--- config.mk ---
export PLATFORM = sky130hd
export DESIGN_NAME = ray_setup
export DESIGN_NICKNAME = d
export VERILOG_FILES = /design/src/logic/raycast_pkg.sv /design/src/logic/ray_setup.sv
export SDC_FILE = /design/constraint.sdc
export NUM_CORES = 1
export LEC_CHECK = 0
export CORE_MARGIN = 5
export CORE_UTILIZATION = 25
export CTS_CLUSTER_SIZE = 16
export DETAILED_ROUTE_END_ITERATION = 7
export DONT_BUFFER_PORTS = 1
export SLEW_MARGIN = 20
export SYNTH_ARGS = -nofsm -noshare
export SYNTH_HDL_FRONTEND = slang
export SYNTH_SLANG_ARGS = --single-unit
--- constraint.sdc ---
create_clock -name clk -period 2.3 [get_ports clk]
set_input_delay 0 -clock clk [delete_from_list [all_inputs] [get_ports clk]]
set_output_delay 0 -clock clk [all_outputs]
set_load 0.01 [all_outputs]
--- src/logic/raycast_pkg.sv ---
package raycast_pkg;

    // datapath widths
    localparam int COORD_W = 12;
    localparam int REL_W = COORD_W + 1;
    localparam int RSQ_W = 24;
    localparam int DOT_W = 28;
    localparam int DISC_W = 54;
    localparam int ROOT_W = 27;

    // scene memory
    localparam int NUM_SHAPES = 8;
    localparam int ADDR_W = 3;

    // cycle counts
    localparam int SETUP_LATENCY = 1;
    localparam int QUAD_LATENCY = 4;
    localparam int ROOT_STAGES = ROOT_W;
    localparam int PIPE_LATENCY = SETUP_LATENCY + QUAD_LATENCY + ROOT_STAGES + 1;
    // accepting edge to done_o
    localparam int RAY_LATENCY = NUM_SHAPES + PIPE_LATENCY + 3;

    typedef struct packed {
        logic signed [COORD_W-1:0] x;
        logic signed [COORD_W-1:0] y;
        logic signed [COORD_W-1:0] z;
    } vec3_t;

    typedef struct packed {
        vec3_t src;
        vec3_t dir;
    } ray_t;

    // scene word as stored in shape memory
    typedef struct packed {
        logic              active;
        vec3_t             center;
        logic [RSQ_W-1:0]  radius_sq;
    } shape_t;

    // source minus center, one bit wider than a coordinate
    typedef struct packed {
        logic signed [REL_W-1:0] x;
        logic signed [REL_W-1:0] y;
        logic signed [REL_W-1:0] z;
    } rel_t;

    typedef struct packed {
        logic              valid;
        logic [ADDR_W-1:0] addr;
        logic              active;
        rel_t              rel;
        vec3_t             dir;
        logic [RSQ_W-1:0]  radius_sq;
    } setup_t;

    typedef struct packed {
        logic                     valid;
        logic [ADDR_W-1:0]        addr;
        logic                     active;
        logic signed [DOT_W-1:0]  b;
        logic signed [DISC_W-1:0] disc;
    } quad_t;

    typedef struct packed {
        logic                    valid;
        logic [ADDR_W-1:0]       addr;
        logic                    hit;
        logic signed [DOT_W-1:0] t_num;
    } hit_t;

endpackage
--- src/logic/ray_setup.sv ---
module ray_setup (
    input  logic                           clk,
    input  logic                           rst,
    input  logic                           issue_valid_i,
    input  logic [raycast_pkg::ADDR_W-1:0] issue_addr_i,
    input  logic                           issue_last_i,
    input  raycast_pkg::ray_t              ray_i,
    input  raycast_pkg::shape_t            shape_i,
    output raycast_pkg::setup_t            item_o,
    output logic                           last_o
);

    // decode of the scene word against the held ray
    // inactive entries still go down the pipe so every sweep has NUM_SHAPES items
    always_ff @(posedge clk) begin
        item_o.addr   <= issue_addr_i;
        item_o.active <= shape_i.active;

        // origin moved into the sphere's frame
        item_o.rel.x <= ray_i.src.x - shape_i.center.x;
        item_o.rel.y <= ray_i.src.y - shape_i.center.y;
        item_o.rel.z <= ray_i.src.z - shape_i.center.z;

        item_o.dir       <= ray_i.dir;
        item_o.radius_sq <= shape_i.radius_sq;

        if (rst) begin
            item_o.valid <= 1'b0;
            last_o       <= 1'b0;
        end else begin
            item_o.valid <= issue_valid_i;
            // last marker only counts on a real item
            last_o       <= issue_valid_i && issue_last_i;
        end
    end

endmodule

======== Yosys cells after proc, flatten, opt, wreduce, memory -nomap -nowiden ========
Index checks and enable logic that the tools add are counted.
cells by class
  add/sub/neg operators ................... 3
  reduce and logical (&&, ||, !) cells .... 1
operator list
  cell                                            number
  12-bit by 12-bit subtractor with 13-bit output  3
  1-bit logical AND                               1
storage, ports and cells
  flip-flop bits (word level) ............. 105
  word-level logic and storage cells ...... 15

======== Depth between registers and ports, before layout ========
Gate-level depths: netlist (run 1).
  word-level depth ........................ 1
  gate-level depth with buffers ........... 8

======== Worst setup path before layout (run 1) ========
Ideal clock, no wire load.
  path type ............................... in2reg
  from .................................... input port ray_i[36] (netlist bit)
  to ...................................... register item_o[72] (netlist bit)
  data arrival time ....................... 1.454 ns
  required time ........................... 2.184 ns
  setup slack ............................. 0.730 ns
  stages on the path ...................... 8
  buffers on the path ..................... 0
  path through ............................ inv_1 > ha_1 > fa_1 > nor2b_1 > o2111ai_1 > a21oi_1 > o2111ai_1 > a41o_1
between the ends
  word-level cells in the longest chain between the ends .. 1
ends and longest elaborated chain
  what                                            line             RTL
  from (decl)                                     ray_setup.sv:7   input raycast_pkg::ray_t ray_i,
  12-bit by 12-bit subtractor with 13-bit output  ray_setup.sv:22  item_o.rel.z <= ray_i.src.z - shape_i.center.z;
  to (decl)                                       ray_setup.sv:9   output raycast_pkg::setup_t item_o,
No other way between the ends.
A chain may end at the register's enable or synchronous reset.

======== Worst setup path after layout (run 1) ========
  from .................................... input port shape_i[48] (netlist bit)
  to ...................................... register item_o[90] (netlist bit)
between the ends
  word-level cells in the longest chain between the ends .. 1
ends and longest elaborated chain
  what                                            line             RTL
  from (decl)                                     ray_setup.sv:8   input raycast_pkg::shape_t shape_i,
  12-bit by 12-bit subtractor with 13-bit output  ray_setup.sv:20  item_o.rel.x <= ray_i.src.x - shape_i.center.x;
No other way between the ends.

==> results of run 1 <==
[path summary, 6_finish.rpt]
| kind | endpoint | slack [ns] |
|---|---|---|
| max | item_o[90] | 0.26 |
| min | item_o[75] | 0.009 |
[synthesized netlist by cell type (3+ instances only)]
cell,number
nor2_1,17
xnor2_1,18
dfxtp_1,105
inv_1,51
or4_1,3
o2111ai_1,7
o21a_1,8
nand2_1,22
fa_1,3
a311oi_1,3
nor2b_1,10
o21ai_0,4
xor2_1,7
nand2b_1,4
a21oi_1,18
a21o_1,7
ha_1,36
or3_1,5
o211ai_1,5
a21oi_2,4
[cell usage in the layout, fill, tap and decap left out, types with 8 or more instances in the layout]
cell,n
dfxtp_1,105
dlygate4sd3_1,96
inv_1,51
ha_1,36
nand2_1,22
a21oi_1,18
xnor2_1,18
nor2_1,17
nor2b_1,10
clkbuf_16,9
o21a_1,8
[flip-flops by register name (all words and copies together) (netlist names)]
register	count
item_o	104
last_o	1
[logic make-up after synthesis]
logic type,share of synthesized area
buffers and inverters,0.0535
AO/OA/AOI/OAI,0.136
AND/OR/NAND/NOR,0.102
XOR/XNOR,0.0548
flip-flops,0.526
adder cells (fa/ha/maj),0.128
[per-layer routing]
layer,routed length (µm),GRT usage,vias up
li1,-,-,1472
met2,6100,0.216,139
met5,0,0,-
met3,1220,0.0496,11
met1,4250,0.119,1405
met4,252,0.0465,0
[final cells by class]
cell class,count,area (µm²),area share
multi-input combinational,214,1680,0.304
sequential,105,2100,0.381
clock inverter,7,91.3,0.0165
clock buffer,9,225,0.0408
tap,216,270,0.0489
inverter,51,191,0.0347
timing repair buffer,96,961,0.174
[power groups by stage]
stage,logic [mW],registers [mW],clock network [mW]
after floorplan,0.415,2.22,0
after detailed placement,0.509,2.29,0
after global routing,0.743,2.26,1.71
final,0.666,2.24,1.56
after global placement,0.492,2.29,0
after CTS,0.665,2.25,1.63
[through the flow]
step                std cells  setup slack, ns
floorplan                 373            0.730
global placement          586            0.584
detailed placement        586            0.529
CTS                       698            0.316
global route              698            0.179
finish                    698            0.264
[timing repair]
item,CTS,global route
hold buffers,96,0
endpoints found under the setup margin,0,0
endpoints found under the hold margin,89,0
==> impl_metrics.tcl, run 1 <==
set metrics [dict create \
    async_flop_share 0 \
    crit_top_cell "dlygate4sd3_1" \
    yosysTopAreaCell "dfxtp_1" \
    fin_tns_setup_ns 0 \
    synth_cell_types 46 \
    gp_congestion 0.821 \
    cts_max_level 3 \
    synth_area_um2 4000 \
    cp_slowest_cell "dlygate4sd3_1" \
    routed_via_density 4.34 \
    dp_hpwl_um 9440 \
    cts.path.max_buffers 2 \
    seqPwrFrac 0.502 \
    cp_cell_sequence "dlygate4sd3_1 -> ha_1 -> fa_1 -> nor2b_1 -> o21a_1 -> nor2_1 -> xnor2_1 -> dlygate4sd3_1" \
    grt_pass1_vias 3218 \
    n_antenna_cell 0 \
    hold_class "in -> reg" \
    hold_viol 0 \
    firstDrtPassIters 4 \
    crit_path_start_kind "input port" \
    crit_type "in -> reg" \
    wirelength_um 11800 \
    path_buf_inv 2 \
    avgSynthCellArea_um2 10.7 \
    switching_share 0.290 \
    crit_cells 8 \
    rsz0062_at_grt "no" \
    fp-row-count 46 \
    cp.arrival_ns 2.27 \
    placed_cell_area_um2 4240 \
    internal_power_mw 3.16 \
    synth_nets 552 \
    cts_sinks 105 \
    grt_remaining_overflow 0 \
    grt_pass1_wl_um 17000 \
    antenna_found_initial 0 \
    setup_viol 0 \
    critPathRequiredTime_ns 2.53 \
    cts_tree "done" \
    grtUsageTotal 0.118 \
    powerDensity_nw_per_um2 807 \
    whs_ns 0.00923 \
    vias 3027 \
    area_growth_pct 38.2 \
    die_area_um2 18600 \
    power.share.combinational 0.149 \
    die_h_um 136 \
    ir_drop_v 0.000394 \
    fp.dieW_um 136 \
    synth_area_leaders "dfxtp_1 53%, ha_1 11%, inv_1 4.8%" \
    total_power_mw 4.46 \
    core-area_um2 15800 \
    io_buffers 0 \
    ctsResizeCount 0 \
    final_layout_size_suffix_gt1_frac 0.0602 \
    clockRootBuffer "clkbuf_16" \
    post-route-util 0.350 \
    cts_setup_buffers 0 \
    slew_violations 0 \
    layout.nets 656 \
    io_pins 245 \
    slew-limit-headroom 0.760 \
    drc 0 \
    power_frac_clock 0.349 \
    switching_power_mw 1.29 \
    synth_seq_cells 105 \
    power_leakage_nw 2.44 \
    synth_edf_count 0 \
    start_util 0.253 \
    fin_area_um2 5520 \
    syn_inst 373 \
    synth_ff_type "dfxtp_1" \
    cts.clk_slew.worst_paths_ns 0.09 \
    drtIter0Drc 139 \
    cts_buffers 9 \
    critPathLaunch "shape_i[48]" \
    cpLargestDelayFamily "buffers and inverters" \
    hold_path_depth 3 \
    endpoint_kind "register" \
    grt_max_degree 23 \
    cp_slowest_stage_delay_ns 0.56 \
    ys_seq_area_frac 0.526 \
    ys_warn_count 0 \
    max_clock_freq_ghz 0.491 \
    hp-start "shape_i[38]" \
    cp_max_fo 2 \
    period_needed_ns 2.04 \
    postRouteAntennaNets 0 \
    status "finished, final reports clean" \
    layout_worst_path_cycle_share 0.885 \
    yosysTopAreaCellShare 0.526 \
    wire_per_inst_um 16.9 \
    worst_pin_slew_ns 0.360 \
    drv_cap 0 \
    num-fill-cells 1561 \
]
(Power assumes the default switching activity.)
==> run 2: changes to the inputs <==
- MAX_ROUTING_LAYER: unset -> met4
==> run 2 against run 1 <==
  * Combinational power about the same
  * Critical path depth unchanged
  * Critical endpoint unchanged
  * Clock power is essentially flat
  * First-iteration DRC count rose by 21%
  * Setup slack better by 0.0015 ns
  * Utilization stayed put
  * Fmax is essentially flat
==> impl_metrics.tcl, run 2 (synthesis gave the netlist of run 1 again) <==
set metrics [dict create \
    status "finished, final reports clean" \
    hold_buffers 96 \
    gp_congestion 0.836 \
    wl_met3_um 1160 \
    n_antenna_cell 0 \
    cp_max_fo 2 \
    layout.nets 656 \
    rsz0062_at_grt "no" \
    cts_max_level 3 \
    slew_violations 0 \
    worst_pin_slew_ns 0.360 \
    final_common_cell "dfxtp_1" \
    hold_class "in -> reg" \
    ir_drop_v 0.000394 \
    period_needed_ns 2.03 \
    whs_ns 0.0104 \
    fp-row-count 46 \
    grt_max_degree 23 \
    clockRootBuffer "clkbuf_16" \
    dp_hpwl_um 9440 \
    drtIter0Drc 168 \
    drv_cap 0 \
    start_util 0.253 \
    top_register "item_o" \
    final_layout_size_suffix_gt1_frac 0.0602 \
    wire_per_inst_um 16.9 \
    hp-start "shape_i[38]" \
    total_power_mw 4.46 \
    die_h_um 136 \
    die_area_um2 18600 \
    antenna_found_initial 0 \
    wl_met2_um 6100 \
    wl_met1_um 4310 \
    ctsResizeCount 0 \
    max_clock_freq_ghz 0.491 \
    cts_buffers 9 \
    crit_type "in -> reg" \
    cts.clk_slew.worst_paths_ns 0.09 \
    grt_pass1_vias 3224 \
    cts_tree "done" \
    core-area_um2 15800 \
    fp.dieW_um 136 \
    layout_worst_path_cycle_share 0.885 \
    cts_sinks 105 \
    largest_reg_flops 104 \
    hold_viol 0 \
    drc 0 \
    wirelength_um 11800 \
    routed.top_layer "met4" \
    io_pins 245 \
    slew-limit-headroom 0.760 \
    grtUsageTotal 0.122 \
    num-fill-cells 1561 \
    post-route-util 0.350 \
    firstDrtPassIters 4 \
    vias 3029 \
    io_buffers 0 \
    critPathRequiredTime_ns 2.53 \
    powerDensity_nw_per_um2 807 \
    critPathLaunch "shape_i[48]" \
    setup_viol 0 \
    cp.arrival_ns 2.27 \
    grt_remaining_overflow 0 \
    endpoint_kind "register" \
    crit_path_start_kind "input port" \
    power_leakage_nw 2.44 \
    reg.largest.list "item_o (104), last_o (1)" \
    cts.path.max_buffers 2 \
    postRouteAntennaNets 0 \
    fin_tns_setup_ns 0 \
    cts_setup_buffers 0 \
    mostFrequentLayoutCells "105 x dfxtp_1, 96 x dlygate4sd3_1, 51 x inv_1" \
    routed_via_density 4.34 \
    area_growth_pct 38.2 \
    grt_pass1_wl_um 17000 \
]
[run 2: worst paths after layout]
path,end,slack [ns],cells past startpoint
max,item_o[90],0.27,8
min,item_o[75],0.01,3
[run 2: final cells by class]
class                   count  area (µm²)  share of cell area
multi-input cells         214        1680               0.304
repair buffers             96         961               0.174
clock inverters             7        91.3              0.0165
flip-flops and latches    105        2100               0.381
inverters                  51         191              0.0347
well taps                 216         270              0.0489
clock buffers               9         225              0.0408
[run 2: metal layers]
layer  global-route usage  up-vias
li1                     -     1473
met1                0.121     1410
met2                0.216      135
met3               0.0463       11
met4               0.0465        0
met5                    -        -
[run 2: through the flow]
step | setup slack (ns) | std cells | cell area [µm²]
2_1_floorplan | 0.730 | 373 | 4000
3_3_place_gp | 0.584 | 586 | 4240
3_5_place_dp | 0.529 | 586 | 4240
4_1_cts | 0.316 | 698 | 5520
5_1_grt | 0.179 | 698 | 5520
6_report | 0.265 | 698 | 5520
[run 2: power breakdown]
part           internal (mW)  total, mW  switching [mW]
Clock                  0.789       1.55           0.766
Sequential              2.02       2.24           0.212
Combinational          0.351      0.666           0.314
Total                   3.16       4.46            1.29
[run 2: worst max-delay path: stages]
cell           delay, ns
dlygate4sd3_1       0.55
ha_1                0.22
fa_1                0.41
nor2b_1             0.23
o21a_1              0.14
nor2_1              0.04
xnor2_1             0.11
dlygate4sd3_1       0.56
