`src/logic/raycast_pkg.sv`:
```
package raycast_pkg;

    // datapath widths
    localparam int COORD_W = 12;
    localparam int REL_W = COORD_W + 1;
    localparam int RSQ_W = 24;
    localparam int DOT_W = 28;
    localparam int DISC_W = 54;
    localparam int ROOT_W = 27;

    // scene memory
    localparam int NUM_SHAPES = 8;
    localparam int ADDR_W = 3;

    // cycle counts
    localparam int SETUP_LATENCY = 1;
    localparam int QUAD_LATENCY = 4;
    localparam int ROOT_STAGES = ROOT_W;
    localparam int PIPE_LATENCY = SETUP_LATENCY + QUAD_LATENCY + ROOT_STAGES + 1;
    // accepting edge to done_o
    localparam int RAY_LATENCY = NUM_SHAPES + PIPE_LATENCY + 3;

    typedef struct packed {
        logic signed [COORD_W-1:0] x;
        logic signed [COORD_W-1:0] y;
        logic signed [COORD_W-1:0] z;
    } vec3_t;

    typedef struct packed {
        vec3_t src;
        vec3_t dir;
    } ray_t;

    // scene word as stored in shape memory
    typedef struct packed {
        logic              active;
        vec3_t             center;
        logic [RSQ_W-1:0]  radius_sq;
    } shape_t;

    // source minus center, one bit wider than a coordinate
    typedef struct packed {
        logic signed [REL_W-1:0] x;
        logic signed [REL_W-1:0] y;
        logic signed [REL_W-1:0] z;
    } rel_t;

    typedef struct packed {
        logic              valid;
        logic [ADDR_W-1:0] addr;
        logic              active;
        rel_t              rel;
        vec3_t             dir;
        logic [RSQ_W-1:0]  radius_sq;
    } setup_t;

    typedef struct packed {
        logic                     valid;
        logic [ADDR_W-1:0]        addr;
        logic                     active;
        logic signed [DOT_W-1:0]  b;
        logic signed [DISC_W-1:0] disc;
    } quad_t;

    typedef struct packed {
        logic                    valid;
        logic [ADDR_W-1:0]       addr;
        logic                    hit;
        logic signed [DOT_W-1:0] t_num;
    } hit_t;

endpackage
```
`src/logic/root_extract.sv`:
```
module root_extract (
    input  logic               clk,
    input  logic               rst,
    input  raycast_pkg::quad_t item_i,
    input  logic               last_i,
    output raycast_pkg::hit_t  result_o,
    output logic               last_o
);

    // remainder, partial root and the radicand bits still to bring down
    logic [raycast_pkg::ROOT_W-1:0] rem_q  [raycast_pkg::ROOT_STAGES];
    logic [raycast_pkg::ROOT_W-1:0] root_q [raycast_pkg::ROOT_STAGES+1];
    logic [raycast_pkg::DISC_W-1:0] rad_q  [raycast_pkg::ROOT_STAGES];

    // item fields riding along with the root
    logic [raycast_pkg::ROOT_STAGES-1:0] vld_sr;
    logic [raycast_pkg::ROOT_STAGES-1:0] last_sr;
    logic [raycast_pkg::ROOT_STAGES-1:0] act_sr;
    logic [raycast_pkg::ROOT_STAGES-1:0] pos_sr;
    logic [raycast_pkg::ADDR_W-1:0]      addr_sr [raycast_pkg::ROOT_STAGES];
    logic signed [raycast_pkg::DOT_W-1:0] b_sr   [raycast_pkg::ROOT_STAGES];
    logic signed [raycast_pkg::DOT_W-1:0] t_calc;

    // negative discriminant runs on zero, hit is masked later
    assign rem_q[0]  = '0;
    assign root_q[0] = '0;
    assign rad_q[0]  = item_i.disc[raycast_pkg::DISC_W-1] ? '0 : item_i.disc;

    // restoring square root, one result bit per stage
    for (genvar i = 0; i < raycast_pkg::ROOT_STAGES; i++) begin : g_stage
        logic [raycast_pkg::ROOT_W+1:0] cur;
        logic [raycast_pkg::ROOT_W+1:0] trial;
        logic                           take;

        assign cur   = {rem_q[i], rad_q[i][raycast_pkg::DISC_W-1 -: 2]};
        assign trial = {root_q[i], 2'b01};
        assign take  = (cur >= trial);

        always_ff @(posedge clk) begin
            root_q[i+1] <= {root_q[i][raycast_pkg::ROOT_W-2:0], take};
        end

        // final remainder is not needed
        if (i < raycast_pkg::ROOT_STAGES - 1) begin : g_carry
            logic [raycast_pkg::ROOT_W-1:0] diff;

            assign diff = raycast_pkg::ROOT_W'(cur - trial);

            always_ff @(posedge clk) begin
                rem_q[i+1] <= take ? diff : cur[raycast_pkg::ROOT_W-1:0];
                rad_q[i+1] <= {rad_q[i][raycast_pkg::DISC_W-3:0], 2'b00};
            end
        end
    end

    always_ff @(posedge clk) begin
        if (rst) begin
            vld_sr  <= '0;
            last_sr <= '0;
        end else begin
            vld_sr  <= {vld_sr[raycast_pkg::ROOT_STAGES-2:0], item_i.valid};
            last_sr <= {last_sr[raycast_pkg::ROOT_STAGES-2:0], item_i.valid && last_i};
        end
    end

    always_ff @(posedge clk) begin
        act_sr     <= {act_sr[raycast_pkg::ROOT_STAGES-2:0], item_i.active};
        pos_sr     <= {pos_sr[raycast_pkg::ROOT_STAGES-2:0], !item_i.disc[raycast_pkg::DISC_W-1]};
        addr_sr[0] <= item_i.addr;
        b_sr[0]    <= item_i.b;
        for (int k = 1; k < raycast_pkg::ROOT_STAGES; k++) begin
            addr_sr[k] <= addr_sr[k-1];
            b_sr[k]    <= b_sr[k-1];
        end
    end

    // nearer root numerator, t times |dir|^2
    assign t_calc = -b_sr[raycast_pkg::ROOT_STAGES-1]
                    - $signed({1'b0, root_q[raycast_pkg::ROOT_STAGES]});

    always_ff @(posedge clk) begin
        result_o.addr  <= addr_sr[raycast_pkg::ROOT_STAGES-1];
        result_o.t_num <= t_calc;
        // only a root in front of the origin counts
        result_o.hit   <= act_sr[raycast_pkg::ROOT_STAGES-1]
                          && pos_sr[raycast_pkg::ROOT_STAGES-1] && (t_calc > 0);
        if (rst) begin
            result_o.valid <= 1'b0;
            last_o         <= 1'b0;
        end else begin
            result_o.valid <= vld_sr[raycast_pkg::ROOT_STAGES-1];
            last_o         <= last_sr[raycast_pkg::ROOT_STAGES-1];
        end
    end

endmodule

```
`config.mk`:
```
export PLATFORM = sky130hd
export DESIGN_NAME = root_extract
export DESIGN_NICKNAME = d
export VERILOG_FILES = /design/src/logic/raycast_pkg.sv /design/src/logic/root_extract.sv
export SDC_FILE = /design/constraint.sdc
export NUM_CORES = 2
export LEC_CHECK = 0
export ABC_AREA = 1
export ABC_CLOCK_PERIOD_IN_PS = 2530
export BUFFER_PORTS_ARGS = -buffer_cell sky130_fd_sc_hd__buf_2
export CAP_MARGIN = 20
export CELL_PAD_IN_SITES_DETAIL_PLACEMENT = 1
export CELL_PAD_IN_SITES_GLOBAL_PLACEMENT = 2
export CORE_MARGIN = 5
export CORE_UTILIZATION = 38
export CTS_BUF_LIST = sky130_fd_sc_hd__clkbuf_4
export DETAILED_ROUTE_END_ITERATION = 7
export PLACE_DENSITY = 0.76
export SYNTH_ARGS = -nofsm -noshare
export SYNTH_HDL_FRONTEND = slang
export SYNTH_SLANG_ARGS = --single-unit
```
`constraint.sdc`:
```
create_clock -name clk -period 2.53 [get_ports clk]
set_clock_uncertainty 0.2 [all_clocks]
set_input_delay 0.1265 -clock clk [delete_from_list [all_inputs] [get_ports clk]]
set_output_delay 0.1265 -clock clk [all_outputs]
set_load 0.05 [all_outputs]
```
# Word-level counts from Yosys, hierarchy flattened
# Memories as Yosys holds them, arrays and structs flattened. A register that Yosys moved wholly into a read port is not among the register bits.
# Index checks and enable logic that the tools add are counted.
# Widths: inputs -> output; s select.
[word_totals]
ff_bits = 1897
latchBits = 0
mem_bits_rw = 837
romBits = 0
input_bits = 90
out_inout_bits = 34
word_cells = 177
mem_count = 2
[mem_list]
columns = ["memory", "words", "width", "rd", "rd_clocked_by_memory_dff", "wr", "line_no", "source"]
rows = [
  ["b_sr", 27, 28, 27, 0, 27, "root_extract.sv:21", "logic signed [raycast_pkg::DOT_W-1:0] b_sr [raycast_pkg::ROOT_STAGES];"],
  ["addr_sr", 27, 3, 27, 1, 27, "root_extract.sv:20", "logic [raycast_pkg::ADDR_W-1:0] addr_sr [raycast_pkg::ROOT_STAGES];"],
]
[op_classes]
addsub = 28
multipliers = 0
div = 0
magnitude_cmp = 28
eq_ne = 0
shifts = 0
mux = 27
bitwise = 0
n_reduce_logical = 4
[op_table]
columns = ["operator", "count"]
rows = [
  ["$mux 27", 25],
  ["$mux 53", 1],
  ["$ge 29x10->1", 1],
  ["$ge 29x11->1", 1],
  ["$ge 29x12->1", 1],
  ["$ge 29x13->1", 1],
  ["$ge 29x14->1", 1],
  ["$ge 29x15->1", 1],
  ["$ge 29x16->1", 1],
  ["$ge 29x17->1", 1],
  ["$ge 29x18->1", 1],
  ["$ge 29x19->1", 1],
  ["$ge 29x20->1", 1],
  ["$ge 29x21->1", 1],
  ["$ge 29x22->1", 1],
  ["$ge 29x23->1", 1],
  ["$ge 29x24->1", 1],
  ["$ge 29x25->1", 1],
  ["$ge 29x26->1", 1],
  ["$ge 29x27->1", 1],
  ["$ge 29x28->1", 1],
  ["$ge 29x3->1", 1],
  ["$ge 29x4->1", 1],
  ["$ge 29x5->1", 1],
  ["37 further kinds", 39],
]

# Depth between registers and ports, before layout
# An unclocked memory read counts as a cell.
[logic_depth]
word_depth = 5
mapped_depth = 18
ltp_nobuf = 18

# Worst setup path after synthesis
# Ideal clock, no wire load.
[synth_path]
kind = "register to register"
startpoint = "reg root_q[1] in the netlist's numbering"
endpoint = "reg result_o[28] in the netlist's numbering"
arrival_time_ps = 2171
required_ps = 2219
setup_slack_ps = 48
path_stages_with_launch = 19
period_less_slack_ps = 2482
cell_sequence = "dfxtp_1 -> ha_1 -> inv_1 -> ha_1 -> fa_1 -> nand3_1 -> nand3_1 -> nand2_1 -> nand2_1 -> nand2_1 -> nand2_1 -> nand2_1 -> nand2_1 -> nor2_1 -> nand3_1 -> nor2_1 -> nand2_1 -> nor2_1 -> nor2_1"
[synth_between]
elab_chain_cells = 3
[synth_lines]
columns = ["item", "line_no", "source"]
rows = [
  ["start: declaration", "root_extract.sv:12", "logic [raycast_pkg::ROOT_W-1:0] root_q [raycast_pkg::ROOT_STAGES+1];"],
  ["start signal: indexed assignment", "root_extract.sv:40", "root_q[i+1] <= {root_q[i][raycast_pkg::ROOT_W-2:0], take};"],
  ["$sub 28x28->28", "root_extract.sv:79", "- $signed({1'b0, root_q[raycast_pkg::ROOT_STAGES]});"],
  ["net t_calc, one bit", "root_extract.sv:22", "logic signed [raycast_pkg::DOT_W-1:0] t_calc;"],
  ["$gt 28x1->1", "root_extract.sv:86", "&& pos_sr[raycast_pkg::ROOT_STAGES-1] && (t_calc > 0);"],
  ["$logic_and 1x1->1", "root_extract.sv:86", ""],
  ["end: declaration", "root_extract.sv:6", "output raycast_pkg::hit_t result_o,"],
]
# The timed path passes the listed nets, and every way through them passes these cells.
# A chain may end at the register's enable or synchronous reset.

# Final worst setup path
[layout_path]
startpoint = "reg root_q, in the netlist g_stage[20].trial[3]"
endpoint = "reg rem_q, in the netlist g_stage[21].cur[19]"
[layout_between]
elab_chain_cells = 2
[layout_lines]
columns = ["item", "line_no", "source"]
rows = [
  ["$sub 27x22->27 / $ge 29x22->1 (equally long branches)", "root_extract.sv:47, root_extract.sv:37", ""],
  ["$mux 27 (*)", "root_extract.sv:50", "rem_q[i+1] <= take ? diff : cur[raycast_pkg::ROOT_W-1:0];"],
  ["end signal: indexed assignment", "root_extract.sv:50", ""],
  ["end: declaration", "root_extract.sv:11", "logic [raycast_pkg::ROOT_W-1:0] rem_q [raycast_pkg::ROOT_STAGES];"],
]
# Mark *: on every way between the ends. The rest lies on a longest branch, timed or not.

==> flow_summary.toml <==
[run_status]
status = "finished with violations"
violations = "negative setup slack"

[final_layout]
final_util_pct = 50.7
fillers = 27600
area_delta_synth_final_pct = 33.1
drive_above_1_share_pct = 28.2
fin_cells = 15700
nNetsFinal = 12600

[synth]
synth-main-ff-cell = "dfxtp_1"
synth-seq-cells = 2719
ys_seq_area_share_pct = 58.9
synthCells = 9887
syn_area_per_cell_um2 = 9.34
synth_edf_count = 0
async_flop_share_pct = 0
syn_nets = 10400
synth_area_um2 = 92400
ys_warn_count = 0
yosysUniqueCellTypes = 73

[detailed_routing]
drtAntennaViolNets = 0
via_count = 72700
wl_per_cell_um = 17.6
wl_met2_mm = 140
maxUsedRoutingLayer = "met4"
viasPerCell = 4.62
dr.pass1.iters = 7
routed-wl-met3_mm = 8.47
drc = 0
wirelength_mm = 277
met1_length_mm = 121
first_iter_violations = 2780

[worst_setup_path]
setup.worst_path.end_class = "flip-flop"
cp_num_buf_inv = 4
startpoint_type = "flip-flop"
rr_startpoint = "g_stage[20].trial[3]"
crit_path_start = "g_stage[20].trial[3]"
cp_max_fo = 10
crit_chain = "inv_1 > ha_4 > nand2_4 > o21ai_2 > a21oi_2 > o21ai_2 > a21o_1 > a21boi_4 > buf_12 > buf_12 > buf_16 > nand2_2 > nand2_2"
crit_required_ns = 3.51
crit_family = "compound AO/OA/AOI/OAI gates"
crit_path_top_delay_cell = "dfxtp_4"
cpPeakStageDelay_ns = 0.38
crit_arrival_ns = 3.53
worst-setup-path-type = "reg -> reg"

[floorplan]
fp.dieH_um = 503
die_w_um = 503
core_um2 = 243000
die-area_um2 = 253000
ios = 124
rows = 181
start_util_pct = 38.1

[job]
maxCapViolations = 0

[sta]
final-max-slew-violation-count = 0
fmax_mhz = 392
layout_setup_ws_ns = -0.0232
min_period_over_period_pct = 101
tightest_slew_ns = 0.652
min_period_ns = 2.55
rsz0062_at_grt = "yes"
tns_ns = -0.0491
timing.hold.ws_ns = 0.0539
slew_headroom_pct = 56.1
hold_viol = 0
setup_viol = 4

[cts]
htree_levels = 6
cts_tree = "built"
cts_buffers = 695
cts.path.max_buffers = 4
cts.clk_slew.worst_paths_ns = 0.06
clk_latency_ns = 1.39
ctsRootBufferMaster = "clkbuf_4"
clock_sinks = 2719

[power]
power.leakage_nw = 58.0
p_per_area_nw_per_um2 = 965
max-vdd-ir-drop_v = 0.000503

[global_route]
antenna_found_initial = 7
grt-ovfl-total = 0
grt_pass1_wl_mm = 424
grt_max_degree = 55
grt_pass1_vias = 78800
grt_use_total_pct = 21.0

[place]
place.port_buffers = 123
place_congestion = 0.868
hpwlAfterDp_mm = 194
dpl_worst_slack_ns = -0.395
dp_cells = 14100

[worst_hold_path]
min_from = "rad_q[861]"
hp-class = "reg -> reg"
repair_timing:
item | 4_1_cts | 5_1_grt
setup endpoints to repair | 348 | 572
buffers inserted | 50 | 86
hold buffers | 325 | 0
endpoints found under the hold margin | 142 | 0
cloned | 9 | 16
pin swaps | 65 | 232
resized for setup | 353 | 960
cells by family (layout without fill, tap and decap cells):
group	after synthesis	in the layout	synth area share [%]
compound gates	1345	1345	8.25
xor+xnor	483	483	4.58
fa+ha+maj	459	459	6.23
buf+inv	1418	4048	6.13
flops	2719	2719	58.9
other cells	1	10	0.00406
simple gates	3462	3464	15.9
power by group:
part | internal (mW) | total, mW | switching [mW]
combinational | 12.7 | 28.9 | 16.2
clock | 18.6 | 36.4 | 17.8
sequential | 48.5 | 53.4 | 4.93
total | 79.8 | 119 | 38.9
worst reg2reg max path: stages, from the launching register on:
cell	delay (ns)
dfxtp_4	0.38
inv_1	0.08
ha_4	0.29
nand2_4	0.07
o21ai_2	0.20
a21oi_2	0.07
o21ai_2	0.21
a21o_1	0.26
a21boi_4	0.08
buf_12	0.15
buf_12	0.12
buf_16	0.14
nand2_2	0.06
nand2_2	0.08
registers in the layout (all words and copies together), names as in the netlist, 27 cells and up:
name / cells
act_sr: 27
addr_sr: 81
b_sr: 756
g_stage.cur: 712
g_stage.trial: 351
last_sr: 27
pos_sr: 27
rad_q: 650
result_o: 33
root_q: 27
vld_sr: 27
worst paths after layout:
check / to / slack, ns / cells after the start
setup / recovery: g_stage[21].cur[19] / -0.02 / 13
hold / removal: g_stage[12].cur[1] / 0.05 / 0
setup reg to reg: g_stage[21].cur[19] / -0.02 / 13
hold reg to reg: g_stage[12].cur[1] / 0.05 / 0
layout by cell type, fill, tap and decap left out, types with 182 or more instances in the layout:
| cell | n |
|---|---|
| xnor2_1 | 233 |
| xor2_1 | 235 |
| nor2_1 | 772 |
| a21oi_1 | 373 |
| nand2_1 | 1611 |
| buf_4 | 1047 |
| nand3_1 | 286 |
| dfxtp_1 | 2556 |
| clkbuf_4 | 964 |
| inv_1 | 1274 |
| dlygate4sd3_1 | 323 |
| o21ai_0 | 336 |
| ha_4 | 198 |
| ha_1 | 238 |
| nand2_2 | 182 |
metal layers:
metal	GRT usage [%]	up-vias
li1	-	36200
met1	25.5	34800
met2	37.9	1171
met3	3.38	522
met4	6.72	0
met5	0	-
per-stage QoR:
step | cell area, µm² | total power [mW]
final | 123000 | 119
after global routing | 123000 | 126
after CTS | 118000 | 117
after detailed placement | 104000 | 78.5
after global placement | 104000 | 77.9
after floorplan | 92400 | 67.1
Yosys cell counts (9+ instances only):
library cell / instances / area [µm²]
dfxtp_1: 2719 / 54400
nand2_1: 1792 / 6730
inv_1: 1307 / 4910
nor2_1: 875 / 3280
a21oi_1: 534 / 2670
ha_1: 458 / 5730
o21ai_0: 405 / 2030
nand3_1: 312 / 1560
xnor2_1: 242 / 2120
xor2_1: 241 / 2110
nor3_1: 132 / 661
o21ai_1: 113 / 566
nand4_1: 104 / 651
or2_2: 60 / 375
a21o_1: 57 / 428
nor4_1: 56 / 350
o21ai_2: 43 / 377
o21bai_1: 36 / 270
buf_2: 30 / 150
o211ai_1: 27 / 203
buf_6: 26 / 293
nand3b_1: 26 / 195
a21oi_2: 23 / 201
nand2_2: 22 / 138
o2111ai_1: 21 / 184
nor2_2: 20 / 125
a31oi_1: 19 / 119
buf_4: 18 / 135
inv_2: 17 / 63.8
o21a_1: 16 / 120
clkbuf_1: 13 / 48.8
a21boi_0: 9 / 67.6
final cells by class:
type,count,area [µm²],area share (%)
repair inverters,4,50.0,0.0407
flip-flops and latches,2719,54700,44.5
repair buffers,1573,13200,10.8
well taps,3202,4010,3.26
clock inverters,181,1100,0.894
clock buffers,964,7240,5.88
multi-input cells,5752,37600,30.6
inverters,1326,5060,4.11
diodes,9,22.5,0.0183
Power figures use the tool's default switching activity.
