$ cat src/logic/raycast_pkg.sv
package raycast_pkg;

    // datapath widths
    localparam int COORD_W = 12;
    localparam int REL_W = COORD_W + 1;
    localparam int RSQ_W = 24;
    localparam int DOT_W = 28;
    localparam int DISC_W = 54;
    localparam int ROOT_W = 27;

    // scene memory
    localparam int NUM_SHAPES = 8;
    localparam int ADDR_W = 3;

    // cycle counts
    localparam int SETUP_LATENCY = 1;
    localparam int QUAD_LATENCY = 4;
    localparam int ROOT_STAGES = ROOT_W;
    localparam int PIPE_LATENCY = SETUP_LATENCY + QUAD_LATENCY + ROOT_STAGES + 1;
    // accepting edge to done_o
    localparam int RAY_LATENCY = NUM_SHAPES + PIPE_LATENCY + 3;

    typedef struct packed {
        logic signed [COORD_W-1:0] x;
        logic signed [COORD_W-1:0] y;
        logic signed [COORD_W-1:0] z;
    } vec3_t;

    typedef struct packed {
        vec3_t src;
        vec3_t dir;
    } ray_t;

    // scene word as stored in shape memory
    typedef struct packed {
        logic              active;
        vec3_t             center;
        logic [RSQ_W-1:0]  radius_sq;
    } shape_t;

    // source minus center, one bit wider than a coordinate
    typedef struct packed {
        logic signed [REL_W-1:0] x;
        logic signed [REL_W-1:0] y;
        logic signed [REL_W-1:0] z;
    } rel_t;

    typedef struct packed {
        logic              valid;
        logic [ADDR_W-1:0] addr;
        logic              active;
        rel_t              rel;
        vec3_t             dir;
        logic [RSQ_W-1:0]  radius_sq;
    } setup_t;

    typedef struct packed {
        logic                     valid;
        logic [ADDR_W-1:0]        addr;
        logic                     active;
        logic signed [DOT_W-1:0]  b;
        logic signed [DISC_W-1:0] disc;
    } quad_t;

    typedef struct packed {
        logic                    valid;
        logic [ADDR_W-1:0]       addr;
        logic                    hit;
        logic signed [DOT_W-1:0] t_num;
    } hit_t;

endpackage
$ cat src/logic/ray_sequencer.sv
module ray_sequencer (
    input  logic                           clk,
    input  logic                           rst,
    input  logic                           ray_valid_i,
    input  raycast_pkg::ray_t              ray_i,
    output raycast_pkg::ray_t              ray_o,
    output logic [raycast_pkg::ADDR_W-1:0] shape_addr_o,
    output logic                           issue_valid_o,
    output logic [raycast_pkg::ADDR_W-1:0] issue_addr_o,
    output logic                           issue_last_o,
    input  logic                           done_i,
    output logic                           busy_o
);

    typedef enum logic [1:0] {
        IDLE,
        SENDING,
        WAITING
    } state_t;

    state_t                         state;
    logic [raycast_pkg::ADDR_W-1:0] addr_q;
    logic                           at_last;
    raycast_pkg::ray_t              ray_q;

    assign at_last = (addr_q == raycast_pkg::ADDR_W'(raycast_pkg::NUM_SHAPES - 1));

    always_ff @(posedge clk) begin
        if (rst) begin
            state         <= IDLE;
            addr_q        <= '0;
            issue_valid_o <= 1'b0;
            issue_last_o  <= 1'b0;
        end else begin
            // memory answers a cycle after the address
            issue_valid_o <= (state == SENDING);
            issue_last_o  <= (state == SENDING) && at_last;
            case (state)
                IDLE: begin
                    if (ray_valid_i) begin
                        state <= SENDING;
                    end
                end
                SENDING: begin
                    if (at_last) begin
                        state  <= WAITING;
                        addr_q <= '0;
                    end else begin
                        addr_q <= addr_q + 1'b1;
                    end
                end
                WAITING: begin
                    // pipeline drains, result stage ends the ray
                    if (done_i) begin
                        state <= IDLE;
                    end
                end
                default: state <= IDLE;
            endcase
        end
    end

    // ray held for the whole sweep
    always_ff @(posedge clk) begin
        issue_addr_o <= addr_q;
        if (state == IDLE && ray_valid_i) begin
            ray_q <= ray_i;
        end
    end

    assign ray_o        = ray_q;
    assign shape_addr_o = addr_q;
    assign busy_o       = (state != IDLE);

endmodule

$ cat config.mk
export PLATFORM = sky130hd
export DESIGN_NAME = ray_sequencer
export DESIGN_NICKNAME = d
export VERILOG_FILES = /design/src/logic/raycast_pkg.sv /design/src/logic/ray_sequencer.sv
export SDC_FILE = /design/constraint.sdc
export NUM_CORES = 1
export LEC_CHECK = 0
export ABC_AREA = 1
export ABC_CLOCK_PERIOD_IN_PS = 4350
export BUFFER_PORTS_ARGS = -buffer_cell sky130_fd_sc_hd__clkbuf_2
export CAP_MARGIN = 25
export CORE_MARGIN = 1
export CORE_UTILIZATION = 45
export DETAILED_ROUTE_END_ITERATION = 8
export GPL_TIMING_DRIVEN = 0
export PLACE_DENSITY_LB_ADDON = 0.12
export SLEW_MARGIN = 15
export SYNTH_ARGS = -nofsm -noshare
export SYNTH_HDL_FRONTEND = slang
export SYNTH_SLANG_ARGS = --single-unit
$ cat constraint.sdc
create_clock -name clk -period 4.35 [get_ports clk]
set_clock_uncertainty 0.05 [all_clocks]
set_input_delay 0.2175 -clock clk [delete_from_list [all_inputs] [get_ports clk]]
set_output_delay 0.2175 -clock clk [all_outputs]
set_load 0.02 [all_outputs]
# Word level (Yosys, flattened, before mapping)
# Index checks and enable logic that the tools add are counted.
word_totals:
  romBits: 0
  latchBits: 0
  register_bits: 82
  mem_bits_rw: 0
  n_memories: 0
  output_inout_bits: 81
classes:
  bitwise: 0
  n_reduce_logical: 5
  addsub: 1
  n_shift: 0
  eq_ne: 6
  div: 0
  n_lt_le_gt_ge: 0
  n_mul: 0
  muxes: 5
ops:
  columns: ["op", "n"]
  rows:
  - ["$mux 2", 3]
  - ["$ne 2x2->1 const B", 3]
  - ["$pmux 2 s3", 1]
  - ["$add 3x1->3 const B", 1]
  - ["$eq 3x3->1 const B", 1]
  - ["$mux 3", 1]
  - ["$reduce_and 3->1", 1]
  - ["$eq 2x1->1 const B", 1]
  - ["$eq 2x2->1 const B", 1]
  - ["$logic_and 1x1->1", 2]
  - ["$logic_not 2->1", 1]
  - ["$reduce_bool 2->1", 1]

# Logic depth before layout (Yosys ltp)
# Gate-level depths: netlist of run 1.
logic_depth:
  word_depth: 3
  depth_mapped: 5
  mapped_depth_nobuf: 5

# Worst setup path before layout of run 1
# No wires, ideal clock.
synth_path:
  path_type: "flip-flop to flip-flop"
  start: "reg state[1]"
  end: "reg ray_q (netlist bit ray_o[0]), enable pin"
  setup_slack_ps: 1911
  stages_incl_launch_ff: 4
  setup_time_ps: 426
  n_path_buf: 0
  t_arrival_ps: 1963
  cell_sequence: "dfxtp_1 -> nor2_1 -> nand2_1 -> inv_1"
synth_via:
  elab_chain_cells: 2
synth_lines:
  columns: ["item", "line", "source"]
  rows:
  - ["start, declared", "ray_sequencer.sv:21", "state_t state;"]
  - ["start signal, assigned", "ray_sequencer.sv:30", "state <= IDLE;"]
  - ["start signal, assigned", "ray_sequencer.sv:41", "state <= SENDING;"]
  - ["start signal, assigned", "ray_sequencer.sv:46", "state <= WAITING;"]
  - ["$logic_not 2->1", "ray_sequencer.sv:66", "if (state == IDLE && ray_valid_i) begin"]
  - ["$logic_and 1x1->1", "ray_sequencer.sv:66", null]
  - ["end signal, assigned", "ray_sequencer.sv:67", "ray_q <= ray_i;"]
  - ["end, declared", "ray_sequencer.sv:24", "raycast_pkg::ray_t ray_q;"]
# No other way between the ends.
# A chain may end at the register's enable or synchronous reset.

# Worst setup path after layout of run 1
layout_path:
  start: "reg state[1]"
  end: "reg ray_q (netlist bit ray_o[41]), enable pin"
# Same word-level chain as after synthesis.

==> results.md, run 1 <==
- Run status: finished clean
- Post-synthesis cell count: 112
- Max Freq: 639.1 MHz
- R2R cell count: 4
- Pleak: 1.805 nW
- Startpoint Class: flip-flop
- Synth warn: 0
- Number of port buffers: 156
- Synth cell types: 13
- Finish-stage setup viols: 0
- Dpl hpwl: 3.479 mm
- RSZ-0062 raised after global routing: false
- Total power: 1.738 mW
- Reg-to-Reg Start: state[1]$_SDFFE_PP0P_
- Crit Path Max Fanout: 56
- Clock sinks: 82
- Vias in the first global route: 1,588
- Clock Tree Root: clkbuf_8
- Final hold viol count: 0
- Post-synthesis cell area: 2516 µm²
- First DRT Iteration DRCs: 86
- Worst-path clk slew: 80 ps
- Placer Congestion: 0.7389
- Total gr overflow: 0
- NumNets Final: 396
- Pwr per Cell Area: 430.7 nW/µm²
- Drc violations: 0
- Avg Cell Area, Syn: 22.47 µm²
- Chip height: 76.78 µm
- Setup TNS: 0 ps
- Global-route wire length before repair: 7.672 mm
- Drt wl/cell: 13.15 µm
- Clock buffer depth: 2
- Hold path start: ray_i[38]
- Crit path arrival time: 1520 ps
- Final Critical Period: 1565 ps
- Synthesis-to-layout area growth: 60.42%
- Core Area: 5238 µm²
- Slew @ Worst Pin: 269.9 ps
- Top cells by area, synth: edfxtp_1 (86%), dfxtp_1 (8.0%), nor2_1 (1.2%)
- Reg2reg setup slack: 2790 ps
- VDD IR-drop max: 341.8 µV
- H-Tree Depth: 3
- Largest net degree at the start of global routing: 57
- Critical Path RT: 4300 ps
- Reg2reg end: ray_o[41]$_DFFE_PP_
- Number of inserted diodes: 0
- Number of antenna violations at the first check in global routing: 0
- Max Slew Vio Count: 0
- WHS Endpoint: ray_o[38]$_DFFE_PP_
- Most frequent cells in the layout: clkbuf_2 (156), edfxtp_1 (72), dlygate4sd3_1 (38), clkbuf_8 (11), dfxtp_1 (10)
- Slew headroom: 82.01%
- Most common cell after layout, fill and taps aside: clkbuf_2
- Vias per inst: 4.285
- # IOs: 157
- Area of placed instances: 3415 µm²
- Layout cells sized above 1: 55.73%
- Clk_lat worst skew: 320 ps
- Setup CP Type: reg2reg
- Starting Density: 48.04%
- Number of max-cap violations: 0
- Area leader, netlist: edfxtp_1
- Die Area: 5894 µm²
- DR vias: 1,684
- GR Util All Layers: 17.71%
- Site Rows: 26
- Post-synth top area share: 85.93%
- Pre-antenna DRT Iters: 4
- Die Wd: 76.78 µm
- Finished layout cell area: 4036 µm²
- Syn nets: 190
- CTS tree: done
- Post-Route WL: 5.166 mm
- Post-cts resize count: 0
- CP endpoint kind: flip-flop
- Register area share after synthesis: 93.88%
- Hold path cells: 1
- Yosys reg bits: 82
- Final period utilization: 35.97%
- Hold crit path type: in2reg
- Routed Antenna Nets: 0
- TritonCTS Buffers: 9
-- logic make-up (layout without fill, tap and decap cells) --
family,Yosys count,after routing,share of synthesized area (%)
DFF,82,82,93.88
AOI/OAI and AO/OA,5,5,1.144
buffers and inverters,7,218,1.044
and+or+nand+nor,16,16,2.933
adders and majority gates,2,2,0.9944
-- synth_stat cells --
| library cell | count |
|---|---|
| inv_2 | 2 |
| ha_1 | 2 |
| edfxtp_1 | 72 |
| nand3_1 | 1 |
| nand2_2 | 2 |
| dfxtp_1 | 10 |
| nor2_4 | 1 |
| a21oi_2 | 1 |
| nor2_1 | 8 |
| nand2_1 | 4 |
| a21oi_1 | 2 |
| inv_1 | 5 |
| o21ai_1 | 2 |
-- critical path: stages (launching register included) --
cell,delay [ps]
dfxtp_1,380
nor2_1,160
nand2_1,120
inv_4,210
buf_16,290
-- how the worst max path moves through the flow --
stage,start,to,depth (start not counted)
3_3_place_gp,state[1]$_SDFFE_PP0P_,ray_o[28]$_DFFE_PP_,3
5_1_grt,state[1]$_SDFFE_PP0P_,ray_o[68]$_DFFE_PP_,4
3_5_place_dp,state[1]$_SDFFE_PP0P_,ray_o[35]$_DFFE_PP_,4
2_1_floorplan,state[1]$_SDFFE_PP0P_,ray_o[0]$_DFFE_PP_,3
4_1_cts,state[1]$_SDFFE_PP0P_,ray_o[17]$_DFFE_PP_,4
6_report,state[1]$_SDFFE_PP0P_,ray_o[41]$_DFFE_PP_,4
-- state kept, by name, indices dropped and copies added (netlist names) --
signal	cells
issue_addr_o	3
issue_last_o	1
issue_valid_o	1
ray_o	72
shape_addr_o	3
state	2
-- power by group --
part | switching, mW | internal [mW] | leakage (nW) | total, mW
clock network | 0.244 | 0.365 | 0.126 | 0.609
logic | 0.118 | 0.0838 | 0.907 | 0.202
registers | 0.0143 | 0.913 | 0.772 | 0.928
-- layer usage --
layer / up-vias / GRT usage, % / wire length [µm]
li1: 831 / - / -
met1: 747 / 20.99 / 1884
met2: 96 / 29.02 / 2722
met3: 10 / 5.476 / 458
met4: 0 / 9.231 / 100
met5: - / 0 / 0
-- per-stage QoR --
step,std cells,worst slack [ps],util [%],hold WS [ps]
final,393,2785,77.07,17.80
after global routing,393,2653,77.07,0.03034
after CTS,380,2797,74.58,0.04025
after detailed placement,339,2808,65.19,329.8
after global placement,338,1360,64.62,329.3
after floorplan,112,1911,-,229.9
-- layout make-up --
cell class	count	area, µm²
Sequential cell	82	2362
Fill cell	338	1201
Timing Repair Buffer	195	1189
Clock buffer	13	201.4
Multi-Input combinational cell	23	127.6
Tap cell	70	87.58
Clock inverter	3	40.04
Inverter	7	28.78
-- repair_timing --
action	4_1_cts	5_1_grt
hold buffers	25	13
setup buffers	0	0
hold endpoints to repair	25	13
No activity file was read; power rests on OpenSTA's default activity.
==> run 2, diff against run 1 <==
--- a/config.mk
+++ b/config.mk
@@ -6,11 +6,11 @@
 export NUM_CORES = 1
 export LEC_CHECK = 0
 export ABC_AREA = 1
-export ABC_CLOCK_PERIOD_IN_PS = 4350
+export ABC_CLOCK_PERIOD_IN_PS = 1290
 export BUFFER_PORTS_ARGS = -buffer_cell sky130_fd_sc_hd__clkbuf_2
 export CAP_MARGIN = 25
 export CORE_MARGIN = 1
-export CORE_UTILIZATION = 45
+export CORE_UTILIZATION = 38
 export DETAILED_ROUTE_END_ITERATION = 8
 export GPL_TIMING_DRIVEN = 0
 export PLACE_DENSITY_LB_ADDON = 0.12
==> constraint.sdc (replaced) <==
create_clock -name clk -period 1.29 [get_ports clk]
set_clock_uncertainty 0.05 [all_clocks]
set_input_delay 0.0645 -clock clk [delete_from_list [all_inputs] [get_ports clk]]
set_output_delay 0.0645 -clock clk [all_outputs]
set_load 0.02 [all_outputs]
==> results.md, run 2 (synthesized netlist as in run 1, its figures left out) <==
- Run status: complete, but fails checks (was finished clean)
- Failing checks: setup timing
- Slew @ Worst Pin: 234.5 ps (was 269.9 ps)
- Die Area: 6951 µm² (was 5894 µm²)
- Drt wl/cell: 14.05 µm (was 13.15 µm)
- Startpoint Class: flip-flop (unchanged)
- DR vias: 1,929 (was 1,684)
- Most frequent cells in the layout: clkbuf_2 (156), dlygate4sd3_1 (75), edfxtp_1 (72), clkbuf_8 (9), dfxtp_1 (8) (was clkbuf_2 (156), edfxtp_1 (72), dlygate4sd3_1 (38), clkbuf_8 (11), dfxtp_1 (10))
- H-Tree Depth: 3 (unchanged)
- Slowest-stage cell, CP: dfxtp_4 (was dfxtp_1)
- Max reg flops: 72 (unchanged)
- Crit-path max cell delay: 370 ps (was 380 ps)
- Pwr per Cell Area: 1265 nW/µm² (was 430.7 nW/µm²)
- Clock buffer depth: 2 (unchanged)
- Max Freq: 764.3 MHz (was 639.1 MHz)
- Number of antenna violations at the first check in global routing: 0 (unchanged)
- CP Cell Sequence: nor2_4, nand2_4, clkinvlp_4, bufbuf_16 (was nor2_1, nand2_1, inv_4, buf_16)
- Layout Utilization: 70.59% (was 77.07%)
- Number of max-cap violations: 0 (unchanged)
- Setup CP Type: reg2reg (unchanged)
- Pre-antenna DRT Iters: 4 (unchanged)
- Core Area: 6386 µm² (was 5238 µm²)
- Total gr overflow: 0 (unchanged)
- Cell Count Post-Placement: 346 (was 339)
- Clock Tree Root: clkbuf_8 (unchanged)
- Vias in the first global route: 1,995 (was 1,588)
- RSZ-0062 raised after global routing: true (was false)
- GR Util All Layers: 18.48% (was 17.71%)
- Vias per inst: 4.325 (was 4.285)
- NumNets Final: 443 (was 396)
- Slew headroom: 84.37% (was 82.01%)
- First DRT Iteration DRCs: 56 (was 86)
- Crit path arrival time: 1310 ps (was 1520 ps)
- Final std cells w/o fill: 446 (was 393)
- Final hold viol count: 0 (unchanged)
- Number of port buffers: 156 (unchanged)
- Finish-stage setup viols: 35 (was 0)
- Final worst slack: -18.38 ps (was 2785 ps)
- Clk_lat worst skew: 330 ps (was 320 ps)
- CP endpoint kind: flip-flop (unchanged)
- Crit Path Max Fanout: 18 (was 56)
- Site Rows: 29 (was 26)
- Fill count: 457 (was 338)
- Clock sinks: 82 (unchanged)
- VDD IR-drop max: 750.0 µV (was 341.8 µV)
- Drc violations: 0 (unchanged)
- Critical Path RT: 1290 ps (was 4300 ps)
- # IOs: 157 (unchanged)
- Most common cell after layout, fill and taps aside: clkbuf_2 (unchanged)
- Worst-path clk slew: 80 ps (about the same)
- Synthesis-to-layout area growth: 79.16% (was 60.42%)
- Post-Route WL: 6.267 mm (was 5.166 mm)
- Final period utilization: 101.4% (was 35.97%)
- CTS tree: done (unchanged)
- Max Slew Vio Count: 0 (unchanged)
- Dpl hpwl: 3.625 mm (was 3.479 mm)
- Placer Congestion: 0.7046 (was 0.7389)
- TritonCTS Buffers: 9 (unchanged)
- Final Critical Period: 1308 ps (was 1565 ps)
- Global-route wire length before repair: 9.577 mm (was 7.672 mm)
- Largest net degree at the start of global routing: 20 (was 57)
- Chip height: 83.37 µm (was 76.78 µm)
- Routed Antenna Nets: 0 (unchanged)
- Starting Density: 39.40% (was 48.04%)
- Pre-CTS setup slack: -666.3 ps (was 2808 ps)
- Pleak: 1.996 nW (was 1.805 nW)
- Number of inserted diodes: 0 (unchanged)
- Total power: 5.701 mW (was 1.738 mW)
- Hold crit path type: reg2reg (was in2reg)
- Die Wd: 83.37 µm (was 76.78 µm)
- Layout cells sized above 1: 51.49% (was 55.73%)
==> run 2: path summary, 6_finish.rpt <==
kind,slack (ps),start,endpoint,cells after the start
setup / recovery,-20,state[1]$_SDFFE_PP0P_,ray_o[25]$_DFFE_PP_,4
hold / removal,350,shape_addr_o[1]$_SDFFE_PP0N_,issue_addr_o[1]$_DFF_P_,0
setup reg to reg,-20,state[1]$_SDFFE_PP0P_,ray_o[25]$_DFFE_PP_,4
hold reg to reg,350,shape_addr_o[1]$_SDFFE_PP0N_,issue_addr_o[1]$_DFF_P_,0
==> run 2: power breakdown <==
group	total (mW)	switching (mW)	internal, mW
Sequential	3.13	0.0540	3.08
Combinational	0.861	0.445	0.417
Clock	1.71	0.834	0.873
==> run 2: critical path, delay by kind of cell (launching register included) <==
kind | cells | cell delay (ps)
buf+inv | 2 | 400
flops | 1 | 370
simple gates | 2 | 220
==> run 2: final cells by class <==
class	instances	area, µm²	share of cell area [%]
Timing Repair Buffer	241	1689	37.47
Clock buffer	11	131.4	2.914
Sequential cell	82	2367	52.51
Inverter	7	30.03	0.6661
Timing Repair inverter	1	7.507	0.1665
Tap cell	77	96.34	2.137
Multi-Input combinational cell	23	142.6	3.164
Clock inverter	4	43.79	0.9714
==> run 2: what timing repair did <==
item / 4_1_cts / 5_1_grt
hold buffers: 75 / 0
hold endpoints to repair: 77 / 0
endpoints found under the setup margin: 72 / 54
pin swaps: 0 / 2
gates cloned: 2 / 2
gates resized for setup: 2 / 3
setup buffers: 4 / 2
==> run 2: metrics by stage <==
| step | hold WS [ps] | area (µm²) | TNS [ps] |
|---|---|---|---|
| 2_1_floorplan | 73.86 | 2535 | -48480 |
| 3_3_place_gp | 191.8 | 3412 | -83090 |
| 3_5_place_dp | 193.1 | 3432 | -40230 |
| 4_1_cts | 351.5 | 4433 | -1030 |
| 5_1_grt | 366.1 | 4508 | -2361 |
| 6_report | 347.3 | 4508 | -445.8 |
==> run 2: per-layer routing <==
layer	vias up	global-route usage [%]	share of wire, %
met5	-	0	0
met1	899	19.92	38
met2	89	33.23	53
met4	0	10.82	2.7
li1	921	-	-
met3	20	3.976	6.1
